==> src/rtl/scope_params.svh <==
`ifndef SCOPE_PARAMS_SVH
`define SCOPE_PARAMS_SVH

// Width of one audio word as it arrives from the decoder
`define SCOPE_SAMPLE_W 16

// Width of the byte kept per sample and sent to the pixel sink
`define SCOPE_PIXEL_W 8

// Samples captured per trigger, one full page of the RAM
`define SCOPE_PAGE_DEPTH 256

// RAM address width, the top bit selects the page
`define SCOPE_ADDR_W 9

// Credits the pixel sink grants after reset
`define SCOPE_SINK_CREDITS 4

`endif

==> src/rtl/scope_ctrl_pkg.sv <==
`default_nettype none

package scope_ctrl_pkg;

    // Trigger machine of the capture side
    typedef enum logic [1:0] {
        CAP_ARMED  = 2'b00,  // Looking for a rising zero crossing
        CAP_ACTIVE = 2'b01,  // Writing one page of samples
        CAP_WAIT   = 2'b10   // Page full and holding until a sweep ends
    } capture_state_e;

    // Sweep machine of the display side
    typedef enum logic {
        DISP_LATCH = 1'b0,   // One cycle to pick up the page to show
        DISP_SWEEP = 1'b1    // Reading the page out to the sink
    } display_state_e;

endpackage

`default_nettype wire

==> src/rtl/wave_display.sv <==
`timescale 1ns/1ps
`default_nettype none

`include "scope_params.svh"

module wave_display
    import scope_ctrl_pkg::*;
(
    input  wire                       clk,
    input  wire                       rst_n,
    input  wire                       read_index,     // Page released by the capture
    input  wire [`SCOPE_PIXEL_W-1:0]  read_data,      // RAM output, one cycle after the address
    input  wire                       credit_return,  // Sink frees one slot
    output logic [`SCOPE_ADDR_W-1:0]  read_address,
    output logic                      stream_valid,
    output logic [`SCOPE_PIXEL_W-1:0] stream_data,
    output logic                      stream_last,    // Marks the final byte of a sweep
    output logic                      sweep_done
);

    localparam int count_w  = `SCOPE_ADDR_W - 1;
    localparam int credit_w = 3;

    display_state_e      state;
    logic                sweep_page;    // Page latched for the whole sweep
    logic [count_w:0]    rd_count;      // Reads issued so far, one extra bit to count to the end
    logic [credit_w-1:0] credits;       // Slots the sink still has free
    logic                issue;
    logic                all_issued;
    logic                last_q;        // Registered end of sweep

    assign all_issued = (rd_count == (count_w + 1)'(`SCOPE_PAGE_DEPTH));

    // A read goes out only if its byte will still find a credit when it reaches the stream
    // The byte on the stream right now spends one credit this cycle
    assign issue = (state == DISP_SWEEP) && !all_issued &&
                   (credits > {{(credit_w-1){1'b0}}, stream_valid});

    // Address within the latched page
    assign read_address = {sweep_page, rd_count[count_w-1:0]};

    always_ff @(posedge clk) begin
        if (!rst_n) begin
            state      <= DISP_LATCH;
            sweep_page <= 1'b0;
            rd_count   <= '0;
        end else begin
            unique case (state)
                DISP_LATCH: begin
                    sweep_page <= read_index;  // Picks up a swap done on the last sweep end
                    rd_count   <= '0;
                    state      <= DISP_SWEEP;
                end
                DISP_SWEEP: begin
                    if (issue) begin
                        rd_count <= rd_count + 1'b1;
                    end
                    // Stay until the last byte has left so the next latch sees the new page
                    if (last_q) begin
                        state <= DISP_LATCH;
                    end
                end
                default: state <= DISP_LATCH;
            endcase
        end
    end

    // Valid and last follow the read by one cycle, matching the RAM latency
    always_ff @(posedge clk) begin
        if (!rst_n) begin
            stream_valid <= 1'b0;
            last_q       <= 1'b0;
        end else begin
            stream_valid <= issue;
            last_q       <= issue && (rd_count[count_w-1:0] == count_w'(`SCOPE_PAGE_DEPTH - 1));
        end
    end

    // Each valid byte spends a credit and each return gives one back
    // Both can land in the same cycle and cancel out
    always_ff @(posedge clk) begin
        if (!rst_n) begin
            credits <= credit_w'(`SCOPE_SINK_CREDITS);
        end else begin
            credits <= credits
                       - {{(credit_w-1){1'b0}}, stream_valid}
                       + {{(credit_w-1){1'b0}}, credit_return};
        end
    end

    assign stream_data = read_data;   // RAM output register is the data stage
    assign stream_last = last_q;
    assign sweep_done  = last_q;      // One-cycle pulse alongside the last byte

endmodule

`default_nettype wire

==> config.mk <==
export PLATFORM = sky130hd
export DESIGN_NAME = wave_display
export DESIGN_NICKNAME = d
export VERILOG_FILES = /design/src/rtl/scope_ctrl_pkg.sv /design/src/rtl/wave_display.sv
export VERILOG_INCLUDE_DIRS = /design/src /design/src/rtl
export SDC_FILE = /design/constraint.sdc
export NUM_CORES = 1
export LEC_CHECK = 0
export BUFFER_PORTS_ARGS = -buffer_cell sky130_fd_sc_hd__buf_4
export CORE_AREA = 4 4 48 50
export DETAILED_ROUTE_END_ITERATION = 8
export DIE_AREA = 0 0 52 54
export PLACE_DENSITY = 0.85
export SLEW_MARGIN = 10
export SYNTH_ARGS = -nofsm -noshare
export SYNTH_HDL_FRONTEND = slang
export SYNTH_SLANG_ARGS = --single-unit
==> constraint.sdc <==
create_clock -name clk -period 2.6 [get_ports clk]
set_input_delay 0.52 -clock clk [delete_from_list [all_inputs] [get_ports clk]]
set_output_delay 0.52 -clock clk [all_outputs]
set_load 0.05 [all_outputs]
==> metrics <==
origin of the worst setup path=credits[0]; accumulated negative setup slack=0 ns; CP Class=reg2reg; fill cell instance count of the final layout=187; delay of the slowest critical-path stage=0.46 ns; floorplan core area=1902 um^2; clock latency of the later-clocked register in the worst-skew pair=0.29 ns; Hold/Removal Path Class=reg2reg; Die ar.=2808 um^2; number of nets at the end of the flow=125; root buf cell=clkbuf_4; ports placed on the boundary=32; result of the run=finished clean; GRT Resource Usage Total=0.1430; number of antenna-violating nets in the routed design=0; final antenna diode count=0; proportion of register bits with asynchronous set or reset after synthesis=0; final weighted congestion of routability-driven global placement=0.8631; startpoint of the most critical register-to-register path=credits[0]; area used by multi-input combinational logic=466.7 um^2; routed via count divided by cell count=5.265; CP Cell Sequence=inv_1 > ha_1 > or3b_1 > and2_4 > and3_4 > and2_4; power density normalized to cell area=599.2 nW/um^2; Critical Path Source Type=register; DP HPWL=1384 um; hold slack final=0.4740 ns; area overhead of the layout relative to synthesis=1.421%; count of distinct cell types in the synthesized netlist=34; Most used DFF post-synth=dfxtp_1; final setup vio count=0; cell count of the worst reg-to-reg path=6; part of the cycle the worst path needs=0.6580; WL/cell=13.61 um; slew at the pin closest to its max-slew limit=0.3981 ns; pins over their slew limit=0; family with the most delay on the worst path=simple AND/OR/NAND/NOR gates; share of post-route cells with drive strength above 1=0.2190; internal reg-to-reg setup slack=0.89 ns; unrepaired setup endpoints after global routing=false; critical path buffer and inverter count=1; worst path required time=2.79 ns; Initial Util=0.5092; number of buffers added to fix hold violations after cts=0; number of design rule violations left after detail routing=0; summed area of non-filler cells in the final layout=982.2 um^2; iteration count of the initial detailed-routing pass=4; synthesized area divided by synthesized cell count=8.967 um^2; maximum clock skew at final layout=0.006442 ns; Crit Path Max Fanout=7; final routed wirelength across all metal layers=1797 um; xor and xnor area share after synthesis=0.02713; global route overflow=0; PortBufs=15; DRC marker count from the first detailed-route iteration=10; number of warnings reported in the yosys synthesis log=0; standby leakage power=0.4742 nW; crit path DAT=1.90 ns; TritonCTS clock tree=done; achievable clock frequency=584.5 MHz; post-synthesis net count=126; CP Depth=6; Placed Area=959.7 um^2; Resize count post-CTS=0; cell with the largest stage delay on the worst path=or3b_1; number of clock buffers inserted by TritonCTS=3; standard-cell row count=16; maximum count of clock buffers along a single path=2; die span in y=54 um; fraction of the mapped netlist area in compound gates=0.06718; FF-to-FF End=stream_last; final hold viol count=0; worst setup path endpoint=stream_last; area share of and/or/nand/nor cells after synthesis=0.2494; maxcap violations=0; maximum number of pins on one net before global-route repair=15; mux share of post-synthesis cell area=0.05297; clock period minus final worst setup slack=1.711 ns; Worst VDD drop=0.2918 mV; CTS clock-pin slew for the worst setup and hold paths=0.09 ns; via count of the first global-routing pass=696; via count of the routed design=695; sequential fraction of the synthesis area=0.3307; combinational family with the most area after synthesis=simple AND/OR/NAND/NOR gates; adder-cell area share of the yosys netlist=0.08527; initial antenna violation count=0; Sinks on Clock Net=16; commonest non-fill, non-tap cell in the layout=dfxtp_1; Die Width=52 um; Max-slew headroom=0.7321; EDFF count, synth=0; cell repeated most along the worst path=and2_4; H-tree depth reported by CTS=1; total of flip-flops plus latches after synthesis=16; Cell Area, Synth=968.4 um^2; first-pass GRT wire length=2884 um; number of standard cells after synthesis=108; commonest cells after routing, fill and taps aside=dfxtp_1, buf_4, nand2_1, inv_1; Crit. End Element=register; total area of sequential cells=320.3 um^2; post-CTS setup buffer count=0
==> flip-flops by register name, summed over array words and instances (netlist names) <==
register,cells
sweep_page,1
stream_valid,1
credits,3
stream_last,1
state,1
rd_count,9
==> metal layers <==
layer | vias up | part of all wire | routed length [um] | track usage
li1 | 342 | - | - | -
met1 | 327 | 0.42 | 746 | 0.1541
met2 | 22 | 0.49 | 879 | 0.2385
met3 | 4 | 0.071 | 128 | 0.03047
met4 | 0 | 0.023 | 42 | 0.1223
met5 | - | 0 | 0 | 0
==> worst min path at each step <==
stage               depth (start not counted)    endpoint        start
floorplan                                   2  sweep_page   sweep_page
global placement                            1       state  stream_last
detailed placement                          1       state  stream_last
CTS                                         1       state  stream_last
global route                                2  credits[2]        rst_n
finish                                      1       state  stream_last
==> power breakdown <==
group	switching, mW	total (mW)	internal, mW
registers	0.0196	0.288	0.268
clock network	0.0776	0.131	0.0538
logic	0.0958	0.169	0.0733
total	0.193	0.589	0.395
==> area by class of cell <==
| type | instances | area share |
|---|---|---|
| multi-input combinational | 64 | 0.4752 |
| sequential | 16 | 0.3261 |
| timing repair buffer | 15 | 0.1146 |
| tap | 27 | 0.03439 |
| inverter | 7 | 0.02675 |
| clock buffer | 3 | 0.02293 |
==> per-stage QoR <==
step             util  setup slack, ns  total power, mW  cells
6_report       0.5164           0.8892           0.5885    132
5_1_grt        0.5164           0.7628           0.6262    132
4_1_cts        0.5164           0.8942           0.5945    132
3_5_place_dp   0.5046           0.9026           0.4642    129
3_3_place_gp   0.5046           0.9215           0.4540    129
2_1_floorplan       -           0.7260           0.4735    108
==> synth_stat cells (all sizes together), types with 2 or more instances <==
cell type   n  area (um^2)
nor2        5        18.77
nor2b       2        12.51
and2        7        48.80
a21oi       2        10.01
inv         7        26.28
buf        20        151.4
dfxtp      16        320.3
a21boi      2        26.28
mux2i       4        40.04
ha          5        62.56
nand4       4        25.02
nand2       8        30.03
xor2        2        17.52
nand3       5        25.02
and3        5        36.28
==> cells by family after synthesis <==
group                    count (synthesis)
XOR/XNOR                                 3
flip-flops                              16
AO/OA/AOI/OAI                            8
adder cells (fa/ha/maj)                  6
multiplexers                             5
AND/OR/NAND/NOR                         42
buffers and inverters                   28
Note: power is estimated with default switching activity, not from simulation.
