<file path="config.mk">
export PLATFORM = sky130hd
export DESIGN_NAME = wave_capture
export DESIGN_NICKNAME = d
export VERILOG_FILES = /design/src/rtl/scope_ctrl_pkg.sv /design/src/rtl/scope_sample_pkg.sv /design/src/rtl/wave_capture.sv
export VERILOG_INCLUDE_DIRS = /design/src /design/src/rtl
export SDC_FILE = /design/constraint.sdc
export NUM_CORES = 1
export LEC_CHECK = 0
export ABC_AREA = 1
export ABC_CLOCK_PERIOD_IN_PS = 2300
export BUFFER_PORTS_ARGS = -buffer_cell sky130_fd_sc_hd__buf_2
export CAP_MARGIN = 20
export CORE_MARGIN = 2
export CORE_UTILIZATION = 46
export CTS_CLUSTER_DIAMETER = 200
export DETAILED_ROUTE_END_ITERATION = 12
export GPL_ROUTABILITY_DRIVEN = 0
export PLACE_DENSITY = 0.87
export SLEW_MARGIN = 20
export SYNTH_ARGS = -nofsm -noshare
export SYNTH_HDL_FRONTEND = slang
export SYNTH_SLANG_ARGS = --single-unit
</file>
<file path="constraint.sdc">
create_clock -name clk -period 2.3 [get_ports clk]
set_input_delay 0.46 -clock clk [delete_from_list [all_inputs] [get_ports clk]]
set_output_delay 0.46 -clock clk [all_outputs]
set_load 0.005 [all_outputs]
</file>
<file path="src/rtl/scope_params.svh">
`ifndef SCOPE_PARAMS_SVH
`define SCOPE_PARAMS_SVH

// Width of one audio word as it arrives from the decoder
`define SCOPE_SAMPLE_W 16

// Width of the byte kept per sample and sent to the pixel sink
`define SCOPE_PIXEL_W 8

// Samples captured per trigger, one full page of the RAM
`define SCOPE_PAGE_DEPTH 256

// RAM address width, the top bit selects the page
`define SCOPE_ADDR_W 9

// Credits the pixel sink grants after reset
`define SCOPE_SINK_CREDITS 4

`endif

</file>
<file path="src/rtl/scope_ctrl_pkg.sv">
`default_nettype none

package scope_ctrl_pkg;

    // Trigger machine of the capture side
    typedef enum logic [1:0] {
        CAP_ARMED  = 2'b00,  // Looking for a rising zero crossing
        CAP_ACTIVE = 2'b01,  // Writing one page of samples
        CAP_WAIT   = 2'b10   // Page full and holding until a sweep ends
    } capture_state_e;

    // Sweep machine of the display side
    typedef enum logic {
        DISP_LATCH = 1'b0,   // One cycle to pick up the page to show
        DISP_SWEEP = 1'b1    // Reading the page out to the sink
    } display_state_e;

endpackage

`default_nettype wire

</file>
<file path="src/rtl/scope_sample_pkg.sv">
`default_nettype none

`include "scope_params.svh"

package scope_sample_pkg;

    // Field split of one audio word
    // The top byte is sign plus top_bits, the low byte is dropped by the capture
    typedef struct packed {
        logic                                       sign;      // Two's complement sign
        logic [`SCOPE_SAMPLE_W-`SCOPE_PIXEL_W-2:0]  top_bits;  // Rest of the top byte
        logic [`SCOPE_PIXEL_W-1:0]                  low_byte;  // Fine resolution bits
    } audio_fields_t;

    // One audio word seen either as signed PCM or as its fields
    typedef union packed {
        logic signed [`SCOPE_SAMPLE_W-1:0] pcm;     // Arithmetic view
        audio_fields_t                     fields;  // Bit field view
    } audio_word_u;

endpackage

`default_nettype wire

</file>
<file path="src/rtl/wave_capture.sv">
`timescale 1ns/1ps
`default_nettype none

`include "scope_params.svh"

module wave_capture
    import scope_sample_pkg::*;
    import scope_ctrl_pkg::*;
(
    input  wire                       clk,
    input  wire                       rst_n,
    input  wire                       new_sample_ready,  // One-cycle strobe per audio word
    input  wire audio_word_u          new_sample_in,
    input  wire                       sweep_done,        // Display has sent its last byte
    output logic [`SCOPE_ADDR_W-1:0]  write_address,
    output logic                      write_enable,
    output logic [`SCOPE_PIXEL_W-1:0] write_sample,
    output logic                      read_index         // Page the display is allowed to show
);

    // Address within one page, the page bit is added at the output
    localparam int count_w = `SCOPE_ADDR_W - 1;

    capture_state_e     state;
    capture_state_e     next_state;
    logic [count_w-1:0] wr_count;    // Next slot of the page being filled
    logic               prev_sign;   // Sign of the last strobed sample
    logic               crossing;
    logic               page_full;

    // Rising zero crossing seen between the last strobe and this one
    assign crossing = new_sample_ready && prev_sign && !new_sample_in.fields.sign;

    // Last slot of the page is written in this cycle
    assign page_full = write_enable && (wr_count == count_w'(`SCOPE_PAGE_DEPTH - 1));

    always_comb begin
        next_state = state;
        unique case (state)
            CAP_ARMED: begin
                if (crossing) begin
                    next_state = CAP_ACTIVE;  // The crossing sample itself is not stored
                end
            end
            CAP_ACTIVE: begin
                if (page_full) begin
                    next_state = CAP_WAIT;
                end
            end
            CAP_WAIT: begin
                // Only swap pages once the display is done with the old one
                if (sweep_done) begin
                    next_state = CAP_ARMED;
                end
            end
            default: next_state = CAP_ARMED;
        endcase
    end

    always_ff @(posedge clk) begin
        if (!rst_n) begin
            state      <= CAP_ARMED;
            wr_count   <= '0;
            prev_sign  <= 1'b0;
            read_index <= 1'b0;
        end else begin
            state <= next_state;

            // The sign history follows every strobe, whatever the state
            if (new_sample_ready) begin
                prev_sign <= new_sample_in.fields.sign;
            end

            if (state != CAP_ACTIVE) begin
                wr_count <= '0;                  // Each capture starts at slot 0
            end else if (new_sample_ready) begin
                wr_count <= wr_count + 1'b1;     // Wraps to 0 after the last slot
            end

            // The freshly filled page becomes the one on screen
            if ((state == CAP_WAIT) && sweep_done) begin
                read_index <= ~read_index;
            end
        end
    end

    assign write_enable = (state == CAP_ACTIVE) && new_sample_ready;

    // Write into the page the display is not reading
    assign write_address = (state == CAP_ACTIVE) ? {~read_index, wr_count} : '0;

    // Flipping the sign bit turns the signed top byte into an offset unsigned byte
    assign write_sample = (state == CAP_ACTIVE) ?
        {~new_sample_in.fields.sign, new_sample_in.fields.top_bits} : '0;

endmodule

`default_nettype wire

</file>
==> results.cfg, run 1 <==
[power_and_ir_drop]
ir_drop_v = 0.000305
power_density_mw_per_mm2 = 466
power.total_mw = 0.418
leakage_nw = 0.426

[place]
port_buffers = 30
dpl.hpwl_mm = 1.15
post_dp_cell_area_sq_um = 860
dp_slack_ns = 0.867
place_inst = 154

[routing]
drtIter0Drc = 7
drc_errors = 0
vias_per_cell = 4.80
dr.pass1.iters = 4
wl_per_cell_microns = 9.25
antenna_left = 0
num_vias = 758
routed_wl_mm = 1.46

[worst_setup_path]
path_class = register to primary output
critPathMaxStageDelay_ns = 0.39
worstPathCellList = inv_2, nand2_2, nor2_1, buf_2
cp.required_ns = 1.84
ff2ff_path_depth = 6
r2r_end = wr_count[6]
worst_setup_path_start_kind = register
cp_max_fo = 20
reg2reg_from = wr_count[1]
crit_slowest_cell = dfxtp_1
crit_end = write_address[6]
arrival_ns = 1.26
cp-startpoint = state[1]
r2r_slack_ns = 1.08
end_kind = primary output

[clock_tree]
cts_resized = 0
ctsHoldBuffers = 0
htreeDepth = 1
cts.sinks = 12
numCtsBuffers = 3
post_cts.repair.setup_buffers = 0
cts_buffer_depth = 2
ctsRootBufferMaster = clkbuf_4
clk_latency_ns = 0.28
clkTransAtPathRegs_ns = 0.08
cts_tree = yes

[synth]
ys_warn_count = 0
syn_area_per_cell_sq_um = 6.45
synth_area_sq_um = 716
ys_ff_latch = 12
seq_area_frac_synth_pct = 33.6
synth_nets = 132
synth_cell_types = 20
syn_inst = 111

[sta]
drv_slew = 0
max_slew.worst_pin.slew_ns = 0.420
max_freq_mhz = 580
relSlewSlack_pct = 71.9
tns_ns = 0
setup_viol = 0
hold_slack_ns = 0.422
finalHoldViolCount = 0
clock_skew_ns = 0.000620
fin_crit_ns = 1.72
period_share_pct = 75.0
rsz0062_at_grt = no
setup_ws_ns = 0.576

[floorplanning]
coreArea_sq_mm = 0.00149
boundaryPins = 39
die_y_microns = 43.4
start_util_pct = 48.1
rows = 14
die_area_sq_mm = 0.00189
die_x_microns = 43.4

[run_status]
status = finished, final reports clean

[layout]
antennaDiodeCount = 0
layout_commonest_cell = buf_2
layout.cells.non_filler = 158
fin_util_pct = 60.2
fin_area_sq_um = 896
final_nets = 164
final_cell_mix = buf_2 (30), nor2_1 (27), inv_1 (21)
drive_gt1_share_pct = 31.7
fill_cells = 153
area_delta_synth_final_pct = 25.2

[global_route]
overflow = 0
grt_max_degree = 21
grtUsageTotal_pct = 17.7
gr-usage-met2_pct = 29.6
grt_use_met3_pct = 4.17
grt_first_pass_wirelength_mm = 2.50
grt_pass1_vias = 639
grt-busiest-layer = met2
grtUsageMet1_pct = 20.3
grt_antenna_before_repair = 0

[worst_hold_path]
hold_path.class = primary input to register
min_path_cells = 3

[flow_run]
cap_violations = 0
-- logic make-up (layout without fill, tap and decap cells) --
logic type | count (synthesis) | count (layout) | share of synthesized area (%)
DFF | 12 | 12 | 33.6
and+or+nand+nor | 60 | 60 | 39.7
buffers and inverters | 27 | 58 | 16.3
AOI/OAI and AO/OA | 10 | 10 | 7.52
adders and majority gates | 1 | 1 | 1.75
xor gates and xnor gates | 1 | 1 | 1.22
-- sequential cells by signal (all words and copies together) (netlist names) --
name and count:
state 2, prev_sign 1, read_index 1, wr_count 8
-- area by class of cell --
cell class | count | area [sq um] | area share, %
Multi-Input combinational cell | 72 | 359 | 40.1
Sequential cell | 12 | 240 | 26.8
Tap cell | 16 | 20.0 | 2.23
Timing Repair Buffer | 30 | 150 | 16.8
Clock buffer | 4 | 36.3 | 4.05
Inverter | 24 | 90.1 | 10.1
-- where the power goes --
| group | leakage [nW] | total [mW] | internal (mW) | switching, mW |
|---|---|---|---|---|
| clock network | 0.0210 | 0.173 | 0.0965 | 0.0765 |
| registers | 0.0970 | 0.211 | 0.210 | 0.00123 |
| logic | 0.308 | 0.0340 | 0.0143 | 0.0196 |
| total | 0.426 | 0.418 | 0.320 | 0.0973 |
-- critical path, delay by kind of cell, from the launching register on --
| family | cells | cell delay (ns) |
|---|---|---|
| flops | 1 | 0.39 |
| simple gates | 2 | 0.40 |
| buf+inv | 2 | 0.19 |
-- routing by layer --
| layer | vias to the layer above | part of all wire (%) |
|---|---|---|
| li1 | 396 | - |
| met1 | 325 | 44 |
| met2 | 32 | 44 |
| met3 | 5 | 8.6 |
| met4 | 0 | 2.7 |
| met5 | - | 0 |
-- Yosys cell counts (all sizes together) --
library cell	n	area, sq um
nand3b	2	15.0
ha	1	12.5
nand4	2	12.5
o21ai	2	10.0
nor3b	1	7.51
nand2	16	67.6
dfxtp	12	240
a21oi	8	43.8
nor3	2	10.0
inv	24	90.1
buf	3	26.3
nand3	6	30.0
nor2	31	141
xor2	1	8.76
-- worst min-delay path by stage --
stage                            from     endpoint  slack [ns]
after floorplan           wr_count[7]  wr_count[7]        0.45
after global placement    wr_count[7]  wr_count[7]        0.46
after detailed placement    prev_sign     state[0]        0.48
after CTS                       rst_n    prev_sign        0.42
after global routing            rst_n    prev_sign        0.46
final                           rst_n    prev_sign        0.42
Note: power is estimated with default switching activity, not from simulation.
==> run 2, diff against run 1 <==
--- a/config.mk
+++ b/config.mk
@@ -7,15 +7,15 @@
 export NUM_CORES = 1
 export LEC_CHECK = 0
 export ABC_AREA = 1
-export ABC_CLOCK_PERIOD_IN_PS = 2300
+export ABC_CLOCK_PERIOD_IN_PS = 1600
 export BUFFER_PORTS_ARGS = -buffer_cell sky130_fd_sc_hd__buf_2
 export CAP_MARGIN = 20
 export CORE_MARGIN = 2
-export CORE_UTILIZATION = 46
+export CORE_UTILIZATION = 43
 export CTS_CLUSTER_DIAMETER = 200
 export DETAILED_ROUTE_END_ITERATION = 12
 export GPL_ROUTABILITY_DRIVEN = 0
-export PLACE_DENSITY = 0.87
+export PLACE_DENSITY = 0.83
 export SLEW_MARGIN = 20
 export SYNTH_ARGS = -nofsm -noshare
 export SYNTH_HDL_FRONTEND = slang
==> constraint.sdc (replaced) <==
create_clock -name clk -period 1.6 [get_ports clk]
set_input_delay 0.32 -clock clk [delete_from_list [all_inputs] [get_ports clk]]
set_output_delay 0.32 -clock clk [all_outputs]
set_load 0.005 [all_outputs]
==> results.cfg, run 2 (same netlist as run 1, synthesis figures left out) <==
[run_status]
status = finished, final reports clean

[routing]
wl_met2_microns = 702
drt-met1-wl_microns = 694
antenna_left = 0
drc_errors = 0
vias_per_cell = 4.62
num_vias = 730
routed_wl_mm = 1.52
routed.top_layer = met4
wl_per_cell_microns = 9.64
route.met3.wl_microns = 99
drtIter0Drc = 13
dr.pass1.iters = 4

[floorplanning]
rows = 14
die_y_microns = 44.8
die_x_microns = 44.8
die_area_sq_mm = 0.00201
boundaryPins = 39
start_util_pct = 46.4
coreArea_sq_mm = 0.00154

[global_route]
grt_antenna_before_repair = 0
grt_first_pass_wirelength_mm = 2.46
grt_max_degree = 21
overflow = 0
grtUsageTotal_pct = 16.8
grt_pass1_vias = 642

[layout]
area_delta_synth_final_pct = 25.9
layout.cells.non_filler = 158
layout_commonest_cell = buf_2
final_cell_mix = buf_2 (30), nor2_1 (27), inv_1 (21)
fill_cells = 149
final_nets = 164
drive_gt1_share_pct = 31.7
largest_reg_flops = 8
top_register = wr_count
fin_area_sq_um = 901
antennaDiodeCount = 0
reg_top3 = wr_count (8), state (2)

[worst_setup_path]
end_kind = primary output
worst_setup_path_start_kind = register
critPathMaxStageDelay_ns = 0.39
cp_max_fo = 20
ff2ff_path_depth = 6
crit_slowest_cell = dfxtp_1
path_class = register to primary output
arrival_ns = 1.14
cp.required_ns = 1.28
worstPathCellList = inv_2, nand2_4, nor2_1, buf_2

[power_and_ir_drop]
power.total_mw = 0.599
pwr-share-comb_pct = 8.3
ir_drop_v = 0.000373
seq_power_share_pct = 50.7
power_density_mw_per_mm2 = 665
p_clk_share_pct = 41.0
p_int_mw = 0.461
leakage_nw = 0.427
swShare_pct = 23.1
switching_power_mw = 0.138

[sta]
fin_crit_ns = 1.46
drv_slew = 0
max_slew.worst_pin.slew_ns = 0.247
relSlewSlack_pct = 83.5
setup_viol = 0
period_share_pct = 91.0
max_freq_mhz = 687
rsz0062_at_grt = no
clock_skew_ns = 0.00262
finalHoldViolCount = 0
tns_ns = 0

[clock_tree]
cts_buffer_depth = 2
clkTransAtPathRegs_ns = 0.08
htreeDepth = 1
cts.sinks = 12
cts_tree = yes
clk_latency_ns = 0.28
numCtsBuffers = 3
ctsRootBufferMaster = clkbuf_4

[place]
port_buffers = 30
dpl.hpwl_mm = 1.18
place_inst = 154
post_dp_cell_area_sq_um = 860

[worst_hold_path]
hold_path.class = primary input to register
min_path_cells = 3

[flow_run]
cap_violations = 0
[run 2: final timing paths]
kind / startpoint / to / slack (ns)
min: rst_n / prev_sign / 0.29
max: state[1] / write_address[7] / 0.14
max reg2reg: wr_count[1] / state[0] / 0.35
min reg2reg: prev_sign / state[0] / 0.49
[run 2: power by group through the flow]
| stage | combinational (mW) | clock [mW] | sequential (mW) |
|---|---|---|---|
| finish | 0.0498 | 0.246 | 0.304 |
| global route | 0.0563 | 0.266 | 0.304 |
| CTS | 0.0504 | 0.257 | 0.303 |
| detailed placement | 0.0498 | 0 | 0.310 |
| global placement | 0.0476 | 0 | 0.310 |
| floorplan | 0.0316 | 0 | 0.310 |
[run 2: timing repair]
action,CTS,global route
setup buffers,0,0
hold endpoints to repair,0,0
gates resized for setup,1,0
endpoints found under the setup margin,1,0
hold buffers,0,0
[run 2: worst max-delay path: cells and delay by family, from the launching register on]
kind	cells	cell delay, ns
buffers and inverters	2	0.19
and+or+nand+nor	2	0.27
DFF	1	0.39
[run 2: final cells by class]
| class | count | area, sq um | area share (%) |
|---|---|---|---|
| Inverter | 24 | 90.1 | 10.0 |
| Tap cell | 16 | 20.0 | 2.22 |
| Clock buffer | 4 | 36.3 | 4.03 |
| Sequential cell | 12 | 240 | 26.7 |
| Multi-Input combinational cell | 72 | 364 | 40.4 |
| Timing Repair Buffer | 30 | 150 | 16.7 |
[run 2: layer usage]
| layer | track usage, % | vias to the layer above |
|---|---|---|
| met4 | 10.6 | 0 |
| met5 | 0 | - |
| li1 | - | 396 |
| met3 | 2.40 | 2 |
| met2 | 28.7 | 25 |
| met1 | 19.7 | 307 |
[run 2: per-stage QoR]
step | utilization (%) | hold slack (ns) | setup slack [ns]
finish | 58.4 | 0.292 | 0.145
global route | 58.4 | 0.321 | 0.0769
CTS | 58.4 | 0.283 | 0.126
detailed placement | 55.8 | 0.481 | 0.318
global placement | 55.8 | 0.465 | 0.356
floorplan | - | 0.446 | 0.456
